===== src/common/bp_cfg_pkg.sv =====
// ----------------------------------------------------------------------
// predictor geometry localparams
// 2-bit counter state enum and its reset value
// ----------------------------------------------------------------------
`default_nettype none

package bp_cfg_pkg;

  // table shape, one counter per slot of a four-wide fetch group
  localparam int bp_lines  = 4;  // lines in the table
  localparam int bp_line_w = 2;  // line index width
  localparam int bp_slots  = 4;  // counters per line
  localparam int bp_slot_w = 2;  // slot index width

  // saturating counter states
  // upper bit is the taken prediction, so the order matters
  typedef enum logic [1:0] {
    strong_nt = 2'd0,
    weak_nt   = 2'd1,
    weak_t    = 2'd2,
    strong_t  = 2'd3
  } bp_ctr_e;

  // value after reset and after a clear command
  localparam bp_ctr_e bp_ctr_reset = weak_nt;

endpackage

`default_nettype wire


===== src/common/bp_bus_pkg.sv =====
// ----------------------------------------------------------------------
// wishbone field widths and address layout, opcode enum
// command, prediction, update and statistics structs
// ----------------------------------------------------------------------
`default_nettype none

package bp_bus_pkg;

  localparam int wb_adr_w = 6;   // byte-free word address
  localparam int wb_dat_w = 32;
  localparam int stat_w   = 16;  // each statistics counter

  // address layout, op in 5:4, line in 3:2, slot in 1:0
  localparam int adr_slot_lsb = 0;
  localparam int adr_line_lsb = 2;
  localparam int adr_op_lsb   = 4;

  // opcodes, predict and stats are reads, resolve and clear are writes
  typedef enum logic [1:0] {
    op_predict = 2'd0,
    op_resolve = 2'd1,  // dat_w[0] is the outcome
    op_stats   = 2'd2,
    op_clear   = 2'd3
  } bp_op_e;

  // one accepted bus cycle
  typedef struct packed {
    logic                             valid;
    bp_op_e                           op;
    logic [bp_cfg_pkg::bp_line_w-1:0] line;
    logic [bp_cfg_pkg::bp_slot_w-1:0] slot;
    logic                             taken;  // resolve outcome
  } bp_cmd_t;

  // taken bit per slot of the addressed line
  typedef struct packed {
    logic [bp_cfg_pkg::bp_slots-1:0] taken;
  } bp_pred_t;

  // resolve event toward the statistics
  typedef struct packed {
    logic valid;
    logic pred_taken;  // counter's prediction before the step
    logic outcome;
  } bp_update_t;

  // read back as one word
  typedef struct packed {
    logic [stat_w-1:0] mispredicts;
    logic [stat_w-1:0] resolves;
  } bp_stats_t;

endpackage

`default_nettype wire


===== src/design/bp_top.sv =====
// ----------------------------------------------------------------------
// branch prediction buffer top level
// wishbone front end, counter table and result block
// ----------------------------------------------------------------------
`default_nettype none

module bp_top (
  input  wire logic                             clock,
  input  wire logic                             rst_n,
  // wishbone classic slave
  input  wire logic                             cyc,
  input  wire logic                             stb,
  input  wire logic                             we,
  input  wire logic [bp_bus_pkg::wb_adr_w-1:0]  adr,
  input  wire logic [bp_bus_pkg::wb_dat_w-1:0]  dat_w,
  output logic                                  ack,
  output logic      [bp_bus_pkg::wb_dat_w-1:0]  dat_r
);

  bp_bus_pkg::bp_cmd_t    cmd;   // registered command, valid with ack
  bp_bus_pkg::bp_pred_t   pred;  // taken bits of cmd.line
  bp_bus_pkg::bp_update_t upd;   // resolve toward statistics

  // decode stage
  bp_wb_decode u_decode (
    .clock (clock),
    .rst_n (rst_n),
    .cyc   (cyc),
    .stb   (stb),
    .we    (we),
    .adr   (adr),
    .dat_w (dat_w),
    .ack   (ack),
    .cmd   (cmd)
  );

  // execute stage, the counter table
  bp_counter_banks u_banks (
    .clock (clock),
    .rst_n (rst_n),
    .cmd   (cmd),
    .pred  (pred),
    .upd   (upd)
  );

  // result stage, stats and read data
  bp_result u_result (
    .clock (clock),
    .rst_n (rst_n),
    .cmd   (cmd),
    .pred  (pred),
    .upd   (upd),
    .dat_r (dat_r)
  );

endmodule

`default_nettype wire


===== src/predictor/bp_counter_banks.sv =====
// ----------------------------------------------------------------------
// four banks of 2-bit saturating counters, one bank per slot
// line lookup, single-counter update and table clear
// ----------------------------------------------------------------------
`default_nettype none

module bp_counter_banks (
  input  wire logic               clock,
  input  wire logic               rst_n,
  input  wire bp_bus_pkg::bp_cmd_t cmd,
  output bp_bus_pkg::bp_pred_t    pred,
  output bp_bus_pkg::bp_update_t  upd
);

  // ctr_q[slot][line]
  bp_cfg_pkg::bp_ctr_e ctr_q [bp_cfg_pkg::bp_slots][bp_cfg_pkg::bp_lines];

  bp_cfg_pkg::bp_ctr_e ctr_sel;     // addressed counter
  logic                resolve_en;
  logic                clear_en;

  // upper half of the range predicts taken
  function automatic logic ctr_taken(input bp_cfg_pkg::bp_ctr_e c);
    return (c == bp_cfg_pkg::weak_t) || (c == bp_cfg_pkg::strong_t);
  endfunction

  // one step toward strong_t on taken, toward strong_nt otherwise
  function automatic bp_cfg_pkg::bp_ctr_e ctr_step(input bp_cfg_pkg::bp_ctr_e c,
                                                   input logic taken);
    bp_cfg_pkg::bp_ctr_e n;
    case (c)
      bp_cfg_pkg::strong_nt: n = taken ? bp_cfg_pkg::weak_nt  : bp_cfg_pkg::strong_nt;
      bp_cfg_pkg::weak_nt:   n = taken ? bp_cfg_pkg::weak_t   : bp_cfg_pkg::strong_nt;
      bp_cfg_pkg::weak_t:    n = taken ? bp_cfg_pkg::strong_t : bp_cfg_pkg::weak_nt;
      default:               n = taken ? bp_cfg_pkg::strong_t : bp_cfg_pkg::weak_t;
    endcase
    return n;
  endfunction

  assign resolve_en = cmd.valid && (cmd.op == bp_bus_pkg::op_resolve);
  assign clear_en   = cmd.valid && (cmd.op == bp_bus_pkg::op_clear);

  assign ctr_sel = ctr_q[cmd.slot][cmd.line];

  // lookup, straight from the current counters
  always_comb begin
    for (int s = 0; s < bp_cfg_pkg::bp_slots; s++) begin
      pred.taken[s] = ctr_taken(ctr_q[s][cmd.line]);
    end
  end

  // prediction before the step, for mispredict counting
  always_comb begin
    upd.valid      = resolve_en;
    upd.pred_taken = ctr_taken(ctr_sel);
    upd.outcome    = cmd.taken;
  end

  // written at the edge closing the ack cycle
  always_ff @(posedge clock or negedge rst_n) begin
    if (!rst_n) begin
      for (int s = 0; s < bp_cfg_pkg::bp_slots; s++) begin
        for (int l = 0; l < bp_cfg_pkg::bp_lines; l++) begin
          ctr_q[s][l] <= bp_cfg_pkg::bp_ctr_reset;  // weak not taken
        end
      end
    end else if (clear_en) begin
      // whole table back to its reset state
      for (int s = 0; s < bp_cfg_pkg::bp_slots; s++) begin
        for (int l = 0; l < bp_cfg_pkg::bp_lines; l++) begin
          ctr_q[s][l] <= bp_cfg_pkg::bp_ctr_reset;
        end
      end
    end else if (resolve_en) begin
      ctr_q[cmd.slot][cmd.line] <= ctr_step(ctr_sel, cmd.taken);  // saturates at both ends
    end
  end

endmodule

`default_nettype wire


===== src/predictor/bp_result.sv =====
// ----------------------------------------------------------------------
// resolve and mispredict counters
// read data select by opcode
// ----------------------------------------------------------------------
`default_nettype none

module bp_result (
  input  wire logic                           clock,
  input  wire logic                           rst_n,
  input  wire bp_bus_pkg::bp_cmd_t            cmd,
  input  wire bp_bus_pkg::bp_pred_t           pred,
  input  wire bp_bus_pkg::bp_update_t         upd,
  output logic [bp_bus_pkg::wb_dat_w-1:0]     dat_r
);

  bp_bus_pkg::bp_stats_t stats_q;
  logic                  mispredict;
  logic                  clear_en;

  assign mispredict = upd.pred_taken != upd.outcome;
  assign clear_en   = cmd.valid && (cmd.op == bp_bus_pkg::op_clear);

  // both counts wrap at stat_w bits
  always_ff @(posedge clock or negedge rst_n) begin
    if (!rst_n) begin
      stats_q <= '0;
    end else if (clear_en) begin
      stats_q <= '0;
    end else if (upd.valid) begin
      stats_q.resolves <= stats_q.resolves + 1'b1;
      if (mispredict) begin
        stats_q.mispredicts <= stats_q.mispredicts + 1'b1;
      end
    end
  end

  // read data, zero unless a legal read is being acked
  always_comb begin
    dat_r = '0;
    if (cmd.valid) begin
      case (cmd.op)
        bp_bus_pkg::op_predict: dat_r = bp_bus_pkg::wb_dat_w'(pred);  // zero-extended
        bp_bus_pkg::op_stats:   dat_r = stats_q;
        default:                dat_r = '0;  // writes return nothing
      endcase
    end
  end

endmodule

`default_nettype wire


===== src/predictor/bp_wb_decode.sv =====
// ----------------------------------------------------------------------
// wishbone classic slave front end
// registers each accepted cycle into a command and a one-cycle ack
// ----------------------------------------------------------------------
`default_nettype none

module bp_wb_decode (
  input  wire logic                             clock,
  input  wire logic                             rst_n,
  input  wire logic                             cyc,
  input  wire logic                             stb,
  input  wire logic                             we,
  input  wire logic [bp_bus_pkg::wb_adr_w-1:0]  adr,
  input  wire logic [bp_bus_pkg::wb_dat_w-1:0]  dat_w,
  output logic                                  ack,
  output bp_bus_pkg::bp_cmd_t                   cmd
);

  bp_bus_pkg::bp_op_e                   req_op;
  logic                                 op_is_write;
  logic                                 accept;
  logic                                 legal;

  // command registers
  logic                                 valid_q;
  bp_bus_pkg::bp_op_e                   op_q;
  logic [bp_cfg_pkg::bp_line_w-1:0]     line_q;
  logic [bp_cfg_pkg::bp_slot_w-1:0]     slot_q;
  logic                                 taken_q;

  assign req_op = bp_bus_pkg::bp_op_e'(adr[bp_bus_pkg::adr_op_lsb +: $bits(bp_bus_pkg::bp_op_e)]);
  assign op_is_write = (req_op == bp_bus_pkg::op_resolve) ||
                       (req_op == bp_bus_pkg::op_clear);

  // new request only while no ack is out, master holds stb until it sees ack
  assign accept = cyc && stb && !ack;
  // direction must agree with the opcode, otherwise ack with no effect
  assign legal  = (we == op_is_write);

  // control, one ack per bus cycle
  always_ff @(posedge clock or negedge rst_n) begin
    if (!rst_n) begin
      ack     <= 1'b0;
      valid_q <= 1'b0;
    end else begin
      ack     <= accept;
      valid_q <= accept && legal;  // same cycle as ack
    end
  end

  // payload, only meaningful while valid_q is high
  always_ff @(posedge clock) begin
    if (accept) begin
      op_q    <= req_op;
      line_q  <= adr[bp_bus_pkg::adr_line_lsb +: bp_cfg_pkg::bp_line_w];
      slot_q  <= adr[bp_bus_pkg::adr_slot_lsb +: bp_cfg_pkg::bp_slot_w];
      taken_q <= dat_w[0];  // resolve outcome
    end
  end

  assign cmd = '{valid: valid_q,
                 op:    op_q,
                 line:  line_q,
                 slot:  slot_q,
                 taken: taken_q};

endmodule

`default_nettype wire


===== config.mk =====
export PLATFORM = sky130hd
export DESIGN_NAME = bp_top
export DESIGN_NICKNAME = d
export VERILOG_FILES = /design/src/common/bp_cfg_pkg.sv /design/src/common/bp_bus_pkg.sv /design/src/design/bp_top.sv /design/src/predictor/bp_counter_banks.sv /design/src/predictor/bp_result.sv /design/src/predictor/bp_wb_decode.sv
export SDC_FILE = /design/constraint.sdc
export NUM_CORES = 1
export LEC_CHECK = 0
export BUFFER_PORTS_ARGS = -buffer_cell sky130_fd_sc_hd__buf_4
export CORE_MARGIN = 3
export CORE_UTILIZATION = 55
export DETAILED_ROUTE_END_ITERATION = 16
export PLACE_DENSITY = 0.83
export SLEW_MARGIN = 10
export SYNTH_ARGS = -nofsm -noshare
export SYNTH_HDL_FRONTEND = slang
export SYNTH_SLANG_ARGS = --single-unit

===== constraint.sdc =====
create_clock -name clock -period 4 [get_ports clock]
set_clock_uncertainty 0.05 [all_clocks]
set_input_delay 0.2 -clock clock [delete_from_list [all_inputs] [get_ports clock]]
set_output_delay 0.2 -clock clock [all_outputs]
set_load 0.02 [all_outputs]

# == Yosys cells after proc, flatten, opt, wreduce, memory -nomap -nowiden ==
# Cells that the tools add are included.
# W data, S select, Z words.
# op_classes
n_shift,0
addsub,2
mul,0
order_cmp,4
n_bitwise,2
n_eq_ne,18
n_reduce_logical,19
div,0
mux,37
# ops
cell,n
$mux W32,5
$pmux W32 S2,1
$add A16 B1 Y16 const B,2
$bwmux W32,1
$mux W2,15
$eq A2 B2 Y1 const B,13
$mux W8,3
$bmux W2 S2,5
$bmux W8 S2,1
$demux W8 S2,1
$mux W16,1
$logic_and A1 B1 Y1,7
$eq A2 B1 Y1 const B,3
$ge A3 B3 Y1 const B,2
$logic_or A1 B1 Y1,6
$lt A3 B1 Y1 const B,2
$not A2 Y3,2
$pmux W2 S3,1
$demux W2 S2,1
$logic_not A2 Y1,2
$reduce_bool A2 Y1,2
$mux W1,2
$reduce_and A2 Y1,1
$eq A1 B1 Y1,1
2 further kinds,2
# word_totals
ff_bits,73
latch_bits,0
inputBits,43
mem_count,0
romBits,0
mem_bits_rw,0

# == Depth between registers and ports, before layout ==
# Gate-level depths: netlist of run 1.
# logic_depth
ltp_word,14
depth_mapped,9

# == By module ==
# A second synthesis of run 1 with hierarchy kept.
# unflattened
cells_unflattened,433
hier_area_um2,4101.4
# modules_own_cells
mod,n_inst,area_each_um2,seq_area_each_um2,cells_each
bp_counter_banks,1,1906.8,820.8,205
bp_result,1,1893.1,800.8,213
bp_wb_decode,1,301.5,260.2,15

# == Least setup slack after synthesis of run 1 ==
# No wires, ideal clock.
# synth_path
kind,reg2reg
start,register u_decode.slot_q[0] (netlist bit)
end,register u_result.stats_q[28] (netlist bit)
arrival_ns,2.017
setup_ns,0.138
stages_incl_launch_ff,9
required_time_ns,3.812
synth_period_minus_slack_ns,2.205
slack_ns,1.795
cell_sequence,edfxtp_1 -> buf_6 -> mux4_2 -> mux2i_4 -> mux2i_4 -> xnor2_2 -> buf_2 -> o311ai_1 -> o211ai_1
# synth_between
elab_chain_cells,12
word_cells_on_any_way,13
# synth_lines
element,line,rtl
"start, declared",bp_wb_decode.sv:28,logic [bp_cfg_pkg::bp_slot_w-1:0] slot_q;
"start signal, assigned",bp_wb_decode.sv:56,slot_q <= adr[bp_bus_pkg::adr_slot_lsb +: bp_cfg_pkg::bp_slot_w];
$not A2 Y3 (implied by the code) (*),bp_counter_banks.sv:43,assign ctr_sel = ctr_q[cmd.slot][cmd.line];
$bmux W8 S2 (*),bp_counter_banks.sv:43,
$mux W8 (implied by the code) (*) (2 in a row),bp_counter_banks.sv:43,
$bmux W2 S2 (*),bp_counter_banks.sv:43,
$mux W2 (implied by the code) (*) (2 in a row),bp_counter_banks.sv:43,
$eq A2 B2 Y1,bp_counter_banks.sv:24,return (c == bp_cfg_pkg::weak_t) || (c == bp_cfg_pkg::strong_t);
$logic_or A1 B1 Y1 (*),bp_counter_banks.sv:24,
$ne A1 B1 Y1 (*),bp_result.sv:20,assign mispredict = upd.pred_taken != upd.outcome;
$reduce_bool A2 Y1 (no line) (*),-,
$reduce_and A2 Y1 (no line) (*),-,
"end, declared",bp_result.sv:16,bp_bus_pkg::bp_stats_t stats_q;
# Every way passes the cells marked *; elsewhere a longest branch is shown, timed or not. The select of a mux whose other input is x is not followed.
# A chain may end at the register's enable or synchronous reset.

# == Final worst setup path of run 1 ==
# layout_path
start,register u_decode.slot_q[0] (netlist bit)
end,register u_result.stats_q[16] (netlist bit)
# The elaborated chain is that of the path after synthesis.

==> results of run 1 <==
cells in the mapped netlist (5+ instances only):
master	instances	area (um2)
sky130_fd_sc_hd__and2_1	26	162.7
sky130_fd_sc_hd__nand2b_1	5	31.28
sky130_fd_sc_hd__and3_1	8	50.05
sky130_fd_sc_hd__clkbuf_1	19	71.32
sky130_fd_sc_hd__a221oi_1	7	61.31
sky130_fd_sc_hd__nand4_1	8	50.05
sky130_fd_sc_hd__mux4_2	12	270.3
sky130_fd_sc_hd__a21oi_1	19	95.09
sky130_fd_sc_hd__o211ai_1	17	127.6
sky130_fd_sc_hd__buf_1	5	18.77
sky130_fd_sc_hd__nor2_1	45	168.9
sky130_fd_sc_hd__a31oi_1	10	62.56
sky130_fd_sc_hd__nand3_1	15	75.07
sky130_fd_sc_hd__dfstp_2	16	420.4
sky130_fd_sc_hd__dfrtp_1	50	1251
sky130_fd_sc_hd__inv_1	9	33.78
sky130_fd_sc_hd__nor2b_1	5	31.28
sky130_fd_sc_hd__o21ai_0	47	235.2
sky130_fd_sc_hd__edfxtp_1	7	210.2
sky130_fd_sc_hd__xor2_1	6	52.55
sky130_fd_sc_hd__nor3_1	14	70.07
sky130_fd_sc_hd__nand2_1	66	247.7
report_power, final:
group | internal [mW] | total (mW) | switching [mW]
logic | 0.0940 | 0.212 | 0.118
registers | 0.834 | 0.885 | 0.0503
clock network | 0.411 | 0.691 | 0.280
registers in the layout, summed over array words and instances (netlist names):
register,cells
u_decode.taken_q,1
u_decode.line_q,2
u_decode.ack,1
u_decode.op_q,2
u_decode.valid_q,1
u_result.stats_q,32
u_decode.slot_q,2
u_banks.ctr_q,32
worst paths after layout:
kind / from / endpoint / slack, ns
setup / recovery: u_decode.slot_q[0]$_DFFE_PP_ / u_result.stats_q[16]$_DFFE_PN0P_ / 0.99
hold / removal: stb / u_decode.valid_q$_DFF_PN0_ / 0.05
setup reg to reg: u_decode.slot_q[0]$_DFFE_PP_ / u_result.stats_q[16]$_DFFE_PN0P_ / 0.99
hold reg to reg: u_decode.ack$_DFF_PN0_ / u_decode.valid_q$_DFF_PN0_ / 0.41
max in group asynchronous: rst_n / u_decode.ack$_DFF_PN0_ / 2.92
min in group asynchronous: rst_n / u_result.stats_q[10]$_DFFE_PN0P_ / 0.44
metal layers:
metal  global-route usage (%)  part of all wire (%)  routed length, um
met4                    11.73                   2.4                280
met2                    44.06                    49               5729
met1                    35.25                    38               4442
met5                        0                     0                  0
met3                    5.942                    10               1163
stage by stage:
stage | worst slack [ns] | std cells | instance area, um2 | hold WS, ns
2_1_floorplan | 1.795 | 485 | 4429 | -0.1456
3_3_place_gp | 1.070 | 605 | 4785 | 0.3045
3_5_place_dp | 1.011 | 605 | 4785 | 0.3014
4_1_cts | 0.9905 | 629 | 5099 | 0.03638
5_1_grt | 0.8005 | 629 | 5099 | 0.05641
6_report | 0.9876 | 629 | 5099 | 0.05409
layout make-up:
class / instances / area [um2]
well taps: 102 / 127.6
flip-flops and latches: 73 / 1882
clock inverters: 6 / 106.4
multi-input cells: 371 / 2370
clock buffers: 10 / 127.6
inverters: 10 / 37.54
repair buffers: 57 / 447.9
fillers: 617 / 2669
worst max-delay path: stages (launching register included):
cell                       delay [ns]
sky130_fd_sc_hd__edfxtp_1        0.86
sky130_fd_sc_hd__mux4_2          0.62
sky130_fd_sc_hd__mux2i_4         0.30
sky130_fd_sc_hd__mux2i_4         0.13
sky130_fd_sc_hd__xnor2_2         0.53
sky130_fd_sc_hd__nor2_1          0.12
sky130_fd_sc_hd__mux2_2          0.28
cells by family (layout without fill, tap and decap cells):
group	Yosys count	in the layout	share of synthesized area, %
xor gates and xnor gates	9	9	1.949
buffers and inverters	41	83	4.011
adders and majority gates	2	2	0.5649
and+or+nand+nor	207	207	22.57
muxes	20	20	8.842
AOI/OAI and AO/OA	133	133	19.58
DFF	73	73	42.49
==> run_summary.xml, run 1 <==
<?xml version="1.0" encoding="UTF-8"?>
<metrics>
  <group name="routing">
    <metric name="starting_drt_drc_count" unit="">312</metric>
    <metric name="vias" unit="">4072</metric>
    <metric name="vias_per_instance" unit="">6.474</metric>
    <metric name="finalWirelength" unit="um">11620</metric>
    <metric name="final_antenna_net_count" unit="">0</metric>
    <metric name="drc" unit="">0</metric>
    <metric name="drt_pre_antenna_iters" unit="">5</metric>
    <metric name="post_drt_wl_per_cell" unit="um">18.47</metric>
  </group>
  <group name="logic_synthesis">
    <metric name="synth_seq_cells" unit="">73</metric>
    <metric name="synth.yosys.warnings" unit="">0</metric>
    <metric name="syn_inst" unit="">485</metric>
    <metric name="nets_in_the_synthesized_netlist" unit="">530</metric>
    <metric name="ys_dominant_reg_cell" unit="">sky130_fd_sc_hd__dfrtp_1</metric>
    <metric name="syn-mean-instance-area" unit="um2">9.132</metric>
    <metric name="ys_async_sr_fraction" unit="%">90.41</metric>
    <metric name="synth.yosys.seq_area_share" unit="%">42.49</metric>
    <metric name="synth_enable_flop_cells" unit="">7</metric>
    <metric name="syn_area" unit="um2">4429</metric>
    <metric name="yosysUniqueCellTypes" unit="">54</metric>
  </group>
  <group name="setup_path">
    <metric name="critical_path.endpoint_type" unit="">flop</metric>
    <metric name="worst_r2r_path_depth" unit="">6</metric>
    <metric name="critical_path_peak_fanout" unit="">16</metric>
    <metric name="timing_worst_setup_path_type" unit="">reg2reg</metric>
    <metric name="crit_path_start_kind" unit="">flop</metric>
    <metric name="critPathRequiredTime" unit="ns">4.20</metric>
    <metric name="arrival_time_of_the_worst_setup_path" unit="ns">3.22</metric>
  </group>
  <group name="timing">
    <metric name="final-max-slew-violation-count" unit="">0</metric>
    <metric name="slew-limit-headroom" unit="%">26.63</metric>
    <metric name="timing.final.crit_share" unit="%">75.31</metric>
    <metric name="setup_violations" unit="">0</metric>
    <metric name="rsz0062_at_grt" unit="">no</metric>
    <metric name="period_minus_slack" unit="ns">3.012</metric>
    <metric name="hold_violations" unit="">0</metric>
    <metric name="max_freq" unit="MHz">332.0</metric>
    <metric name="worst_slew_pin_slew" unit="ns">1.097</metric>
    <metric name="finalSetupTns" unit="ns">0</metric>
  </group>
  <group name="floorplanning">
    <metric name="rows" unit="">32</metric>
    <metric name="number_of_top_level_design_ports" unit="">76</metric>
    <metric name="floorplan.core_area" unit="um2">7767</metric>
    <metric name="floorplan_die_width" unit="um">95.74</metric>
    <metric name="initial_utilization" unit="%">57.02</metric>
    <metric name="die_h" unit="um">95.74</metric>
    <metric name="die_area" unit="um2">9166</metric>
  </group>
  <group name="final_layout">
    <metric name="area.growth.synth_to_final" unit="%">15.11</metric>
    <metric name="layout.cells.most_common_list" unit="">66 x sky130_fd_sc_hd__nand2_1, 50 x sky130_fd_sc_hd__dfrtp_1, 49 x sky130_fd_sc_hd__buf_4</metric>
    <metric name="nNetsFinal" unit="">567</metric>
    <metric name="most_frequent_standard_cell_in_the_layout_excluding_fill_and_tap_cells" unit="">sky130_fd_sc_hd__nand2_1</metric>
    <metric name="postLayoutCoreUtil" unit="%">65.64</metric>
    <metric name="antenna_cells_inserted" unit="">0</metric>
    <metric name="layout-drive-gt1-share" unit="%">19.73</metric>
  </group>
  <group name="clock_tree">
    <metric name="cts_hold_repair.buffers" unit="">8</metric>
    <metric name="clkLatencyLatePin" unit="ns">0.36</metric>
    <metric name="root_buffer" unit="">sky130_fd_sc_hd__clkbuf_8</metric>
    <metric name="post_cts.repair.setup_buffers" unit="">0</metric>
    <metric name="clk_transition_reported_paths" unit="ns">0.08</metric>
    <metric name="cts_tree" unit="">yes</metric>
    <metric name="numCtsBuffers" unit="">9</metric>
    <metric name="cts.repair.resized" unit="">0</metric>
    <metric name="ctsLongestPathBuffers" unit="">2</metric>
    <metric name="sink_count_of_the_clock_tree" unit="">73</metric>
    <metric name="ctsHtreeMaxLevel" unit="">3</metric>
  </group>
  <group name="global_route">
    <metric name="first_global_vias" unit="">3873</metric>
    <metric name="grt.overflow.total" unit="">0</metric>
    <metric name="grt_first_pass_wirelength" unit="um">19100</metric>
    <metric name="grt_antenna_before_repair" unit="">0</metric>
    <metric name="grtUsageTotal" unit="%">27.20</metric>
    <metric name="grt_start_max_net_pins" unit="">67</metric>
  </group>
  <group name="place">
    <metric name="finalWeightedCongestion" unit="">0.9290</metric>
    <metric name="port_buffers" unit="">44</metric>
    <metric name="hpwlAfterDp" unit="um">7916</metric>
  </group>
  <group name="outcome">
    <metric name="status" unit="">complete, no violations</metric>
  </group>
  <group name="pwr">
    <metric name="power.density" unit="nW/um2">350.6</metric>
    <metric name="power" unit="mW">1.788</metric>
    <metric name="cellLeakagePower" unit="nW">2.025</metric>
    <metric name="vdd_ir_drop_max" unit="V">0.0002469</metric>
  </group>
  <group name="worst_hold_path">
    <metric name="min_path_cells" unit="">3</metric>
    <metric name="kind_of_path_behind_the_tightest_hold_check" unit="">in2reg</metric>
  </group>
  <group name="run">
    <metric name="maxCapViolCount" unit="">0</metric>
  </group>
</metrics>
Note: power is estimated with default switching activity, not from simulation.
==> run 2, diff against run 1 <==
Settings changed: CORE_UTILIZATION 55 to 51, PLACE_DENSITY 0.83 to 0.81.
Clock period 4 ns to 2.5 ns, I/O delays scaled along.
==> run 2 against run 1 <==
Die area increased by 7.3%. Cell count rose by 3.2%. Wire length is 0.32% lower. Global-route usage is 2.6 points lower. Design area grew 2.3%. Worst hold slack lost 0.013 ns. Critical path depth fell by 1. Clock-buffer cell count grew 2. Via count is 0.81% higher. Critical endpoint is now dat_r[3].
==> run_summary.xml, run 2 (synthesized netlist as in run 1, its figures left out) <==
<?xml version="1.0" encoding="UTF-8"?>
<metrics>
  <group name="outcome">
    <metric name="status" unit="">complete, no violations</metric>
  </group>
  <group name="floorplanning">
    <metric name="die_h" unit="um">99.19</metric>
    <metric name="floorplan_die_width" unit="um">99.19</metric>
    <metric name="number_of_top_level_design_ports" unit="">76</metric>
    <metric name="rows" unit="">33</metric>
    <metric name="die_area" unit="um2">9839</metric>
    <metric name="initial_utilization" unit="%">53.11</metric>
    <metric name="floorplan.core_area" unit="um2">8341</metric>
  </group>
  <group name="clock_tree">
    <metric name="root_buffer" unit="">sky130_fd_sc_hd__clkbuf_8</metric>
    <metric name="numCtsBuffers" unit="">9</metric>
    <metric name="ctsHtreeMaxLevel" unit="">3</metric>
    <metric name="clk_transition_reported_paths" unit="ns">0.08</metric>
    <metric name="sink_count_of_the_clock_tree" unit="">73</metric>
    <metric name="clkLatencyLatePin" unit="ns">0.36</metric>
    <metric name="cts_tree" unit="">yes</metric>
    <metric name="ctsLongestPathBuffers" unit="">2</metric>
  </group>
  <group name="timing">
    <metric name="finalSetupTns" unit="ns">0</metric>
    <metric name="hold_violations" unit="">0</metric>
    <metric name="rsz0062_at_grt" unit="">no</metric>
    <metric name="period_minus_slack" unit="ns">2.363</metric>
    <metric name="timing.final.crit_share" unit="%">94.51</metric>
    <metric name="worst_slew_pin_slew" unit="ns">0.8281</metric>
    <metric name="final-max-slew-violation-count" unit="">0</metric>
    <metric name="slew-limit-headroom" unit="%">44.79</metric>
    <metric name="worst_hold_slack" unit="ns">0.04109</metric>
    <metric name="final_critical_path_setup_slack" unit="ns">0.1372</metric>
    <metric name="max_freq" unit="MHz">423.2</metric>
    <metric name="setup_violations" unit="">0</metric>
  </group>
  <group name="global_route">
    <metric name="grtUsageTotal" unit="%">24.63</metric>
    <metric name="grt_start_max_net_pins" unit="">67</metric>
    <metric name="grt_first_pass_wirelength" unit="um">19410</metric>
    <metric name="grt.overflow.total" unit="">0</metric>
    <metric name="grt_antenna_before_repair" unit="">0</metric>
    <metric name="first_global_vias" unit="">3828</metric>
  </group>
  <group name="final_layout">
    <metric name="layout-drive-gt1-share" unit="%">22.06</metric>
    <metric name="nNetsFinal" unit="">584</metric>
    <metric name="antenna_cells_inserted" unit="">0</metric>
    <metric name="most_frequent_standard_cell_in_the_layout_excluding_fill_and_tap_cells" unit="">sky130_fd_sc_hd__nand2_1</metric>
    <metric name="area.growth.synth_to_final" unit="%">17.80</metric>
    <metric name="layout.cells.most_common_list" unit="">66 x sky130_fd_sc_hd__nand2_1, 64 x sky130_fd_sc_hd__buf_4, 50 x sky130_fd_sc_hd__dfrtp_1</metric>
    <metric name="design_area" unit="um2">5218</metric>
    <metric name="reg_top3" unit="">u_banks.ctr_q: 32 flops, u_result.stats_q: 32 flops</metric>
  </group>
  <group name="routing">
    <metric name="vias_per_instance" unit="">6.325</metric>
    <metric name="starting_drt_drc_count" unit="">385</metric>
    <metric name="drc" unit="">0</metric>
    <metric name="drt_pre_antenna_iters" unit="">5</metric>
    <metric name="post_drt_wl_per_cell" unit="um">17.84</metric>
    <metric name="final_antenna_net_count" unit="">0</metric>
    <metric name="finalWirelength" unit="um">11580</metric>
    <metric name="vias" unit="">4105</metric>
  </group>
  <group name="setup_path">
    <metric name="critical_path_peak_fanout" unit="">9</metric>
    <metric name="critical_path.endpoint_type" unit="">primary output</metric>
    <metric name="arrival_time_of_the_worst_setup_path" unit="ns">2.19</metric>
    <metric name="crit-reg2reg-launch" unit="">u_decode.slot_q[0]$_DFFE_PP_</metric>
    <metric name="crit_path_start_kind" unit="">flop</metric>
    <metric name="timing_worst_setup_path_type" unit="">reg2out</metric>
    <metric name="setup.worst_path.start" unit="">u_decode.line_q[0]$_DFFE_PP_</metric>
    <metric name="critPathRequiredTime" unit="ns">2.33</metric>
  </group>
  <group name="pwr">
    <metric name="vdd_ir_drop_max" unit="V">0.0004293</metric>
    <metric name="power.density" unit="nW/um2">524.5</metric>
    <metric name="cellLeakagePower" unit="nW">2.098</metric>
  </group>
  <group name="worst_hold_path">
    <metric name="min-delay-start" unit="">we</metric>
    <metric name="kind_of_path_behind_the_tightest_hold_check" unit="">in2reg</metric>
  </group>
  <group name="place">
    <metric name="hpwlAfterDp" unit="um">8137</metric>
    <metric name="place_area" unit="um2">4893</metric>
    <metric name="dp_worst_setup_slack" unit="ns">0.04670</metric>
    <metric name="port_buffers" unit="">44</metric>
    <metric name="finalWeightedCongestion" unit="">0.9506</metric>
  </group>
  <group name="run">
    <metric name="maxCapViolCount" unit="">0</metric>
  </group>
</metrics>
[run 2: where the power goes]
| group | switching (mW) | total [mW] | leakage, nW | internal [mW] |
|---|---|---|---|---|
| Sequential | 0.0702 | 1.41 | 0.928 | 1.33 |
| Clock | 0.446 | 0.963 | 0.107 | 0.517 |
| Combinational | 0.201 | 0.368 | 1.06 | 0.167 |
[run 2: final cells by class]
class | count | area (um2)
Timing Repair Buffer | 74 | 580.6
Multi-Input combinational cell | 371 | 2381
Fill cell | 695 | 3123
Clock inverter | 4 | 50.05
Clock buffer | 12 | 155.1
Inverter | 10 | 37.54
Sequential cell | 73 | 1882
Tap cell | 105 | 131.4
[run 2: routing by layer]
layer  vias to the layer above  wire length, um  track usage, %
met1                      1920             4654           33.24
met4                         0              234           8.929
met5                         -                0               0
li1                       1886                -               -
met3                        31             1130           5.049
met2                       268             5560           39.51
[run 2: worst paths after layout]
path                            cells after the start  slack, ns                               end
worst max-delay path                                5       0.14                          dat_r[3]
max in group asynchronous                           2       1.50     u_banks.ctr_q[19]$_DFFE_PN0P_
min in group asynchronous                           2       0.34  u_result.stats_q[15]$_DFFE_PN0P_
worst min-delay path                                3       0.04        u_decode.valid_q$_DFF_PN0_
worst max register to register                      8       0.15      u_banks.ctr_q[6]$_DFFE_PN1P_
worst min register to register                      1       0.42        u_decode.valid_q$_DFF_PN0_
[run 2: worst max-delay path: stages (launching register included)]
cell,delay (ns)
sky130_fd_sc_hd__edfxtp_1,0.63
sky130_fd_sc_hd__buf_4,0.27
sky130_fd_sc_hd__mux4_2,0.53
sky130_fd_sc_hd__nand2_1,0.12
sky130_fd_sc_hd__a21oi_1,0.09
sky130_fd_sc_hd__buf_4,0.19
[run 2: what timing repair did]
action	in CTS	in global routing
endpoints found under the setup margin	0	37
endpoints found under the hold margin	58	0
buffers inserted	0	1
gates resized for setup	0	1
hold buffers	10	0
[run 2: through the flow]
stage	power, mW	utilization, %	cells
2_1_floorplan	1.648	-	485
3_3_place_gp	1.758	58.67	622
3_5_place_dp	1.776	58.67	622
4_1_cts	2.748	62.33	648
5_1_grt	2.861	62.56	649
6_report	2.736	62.56	649
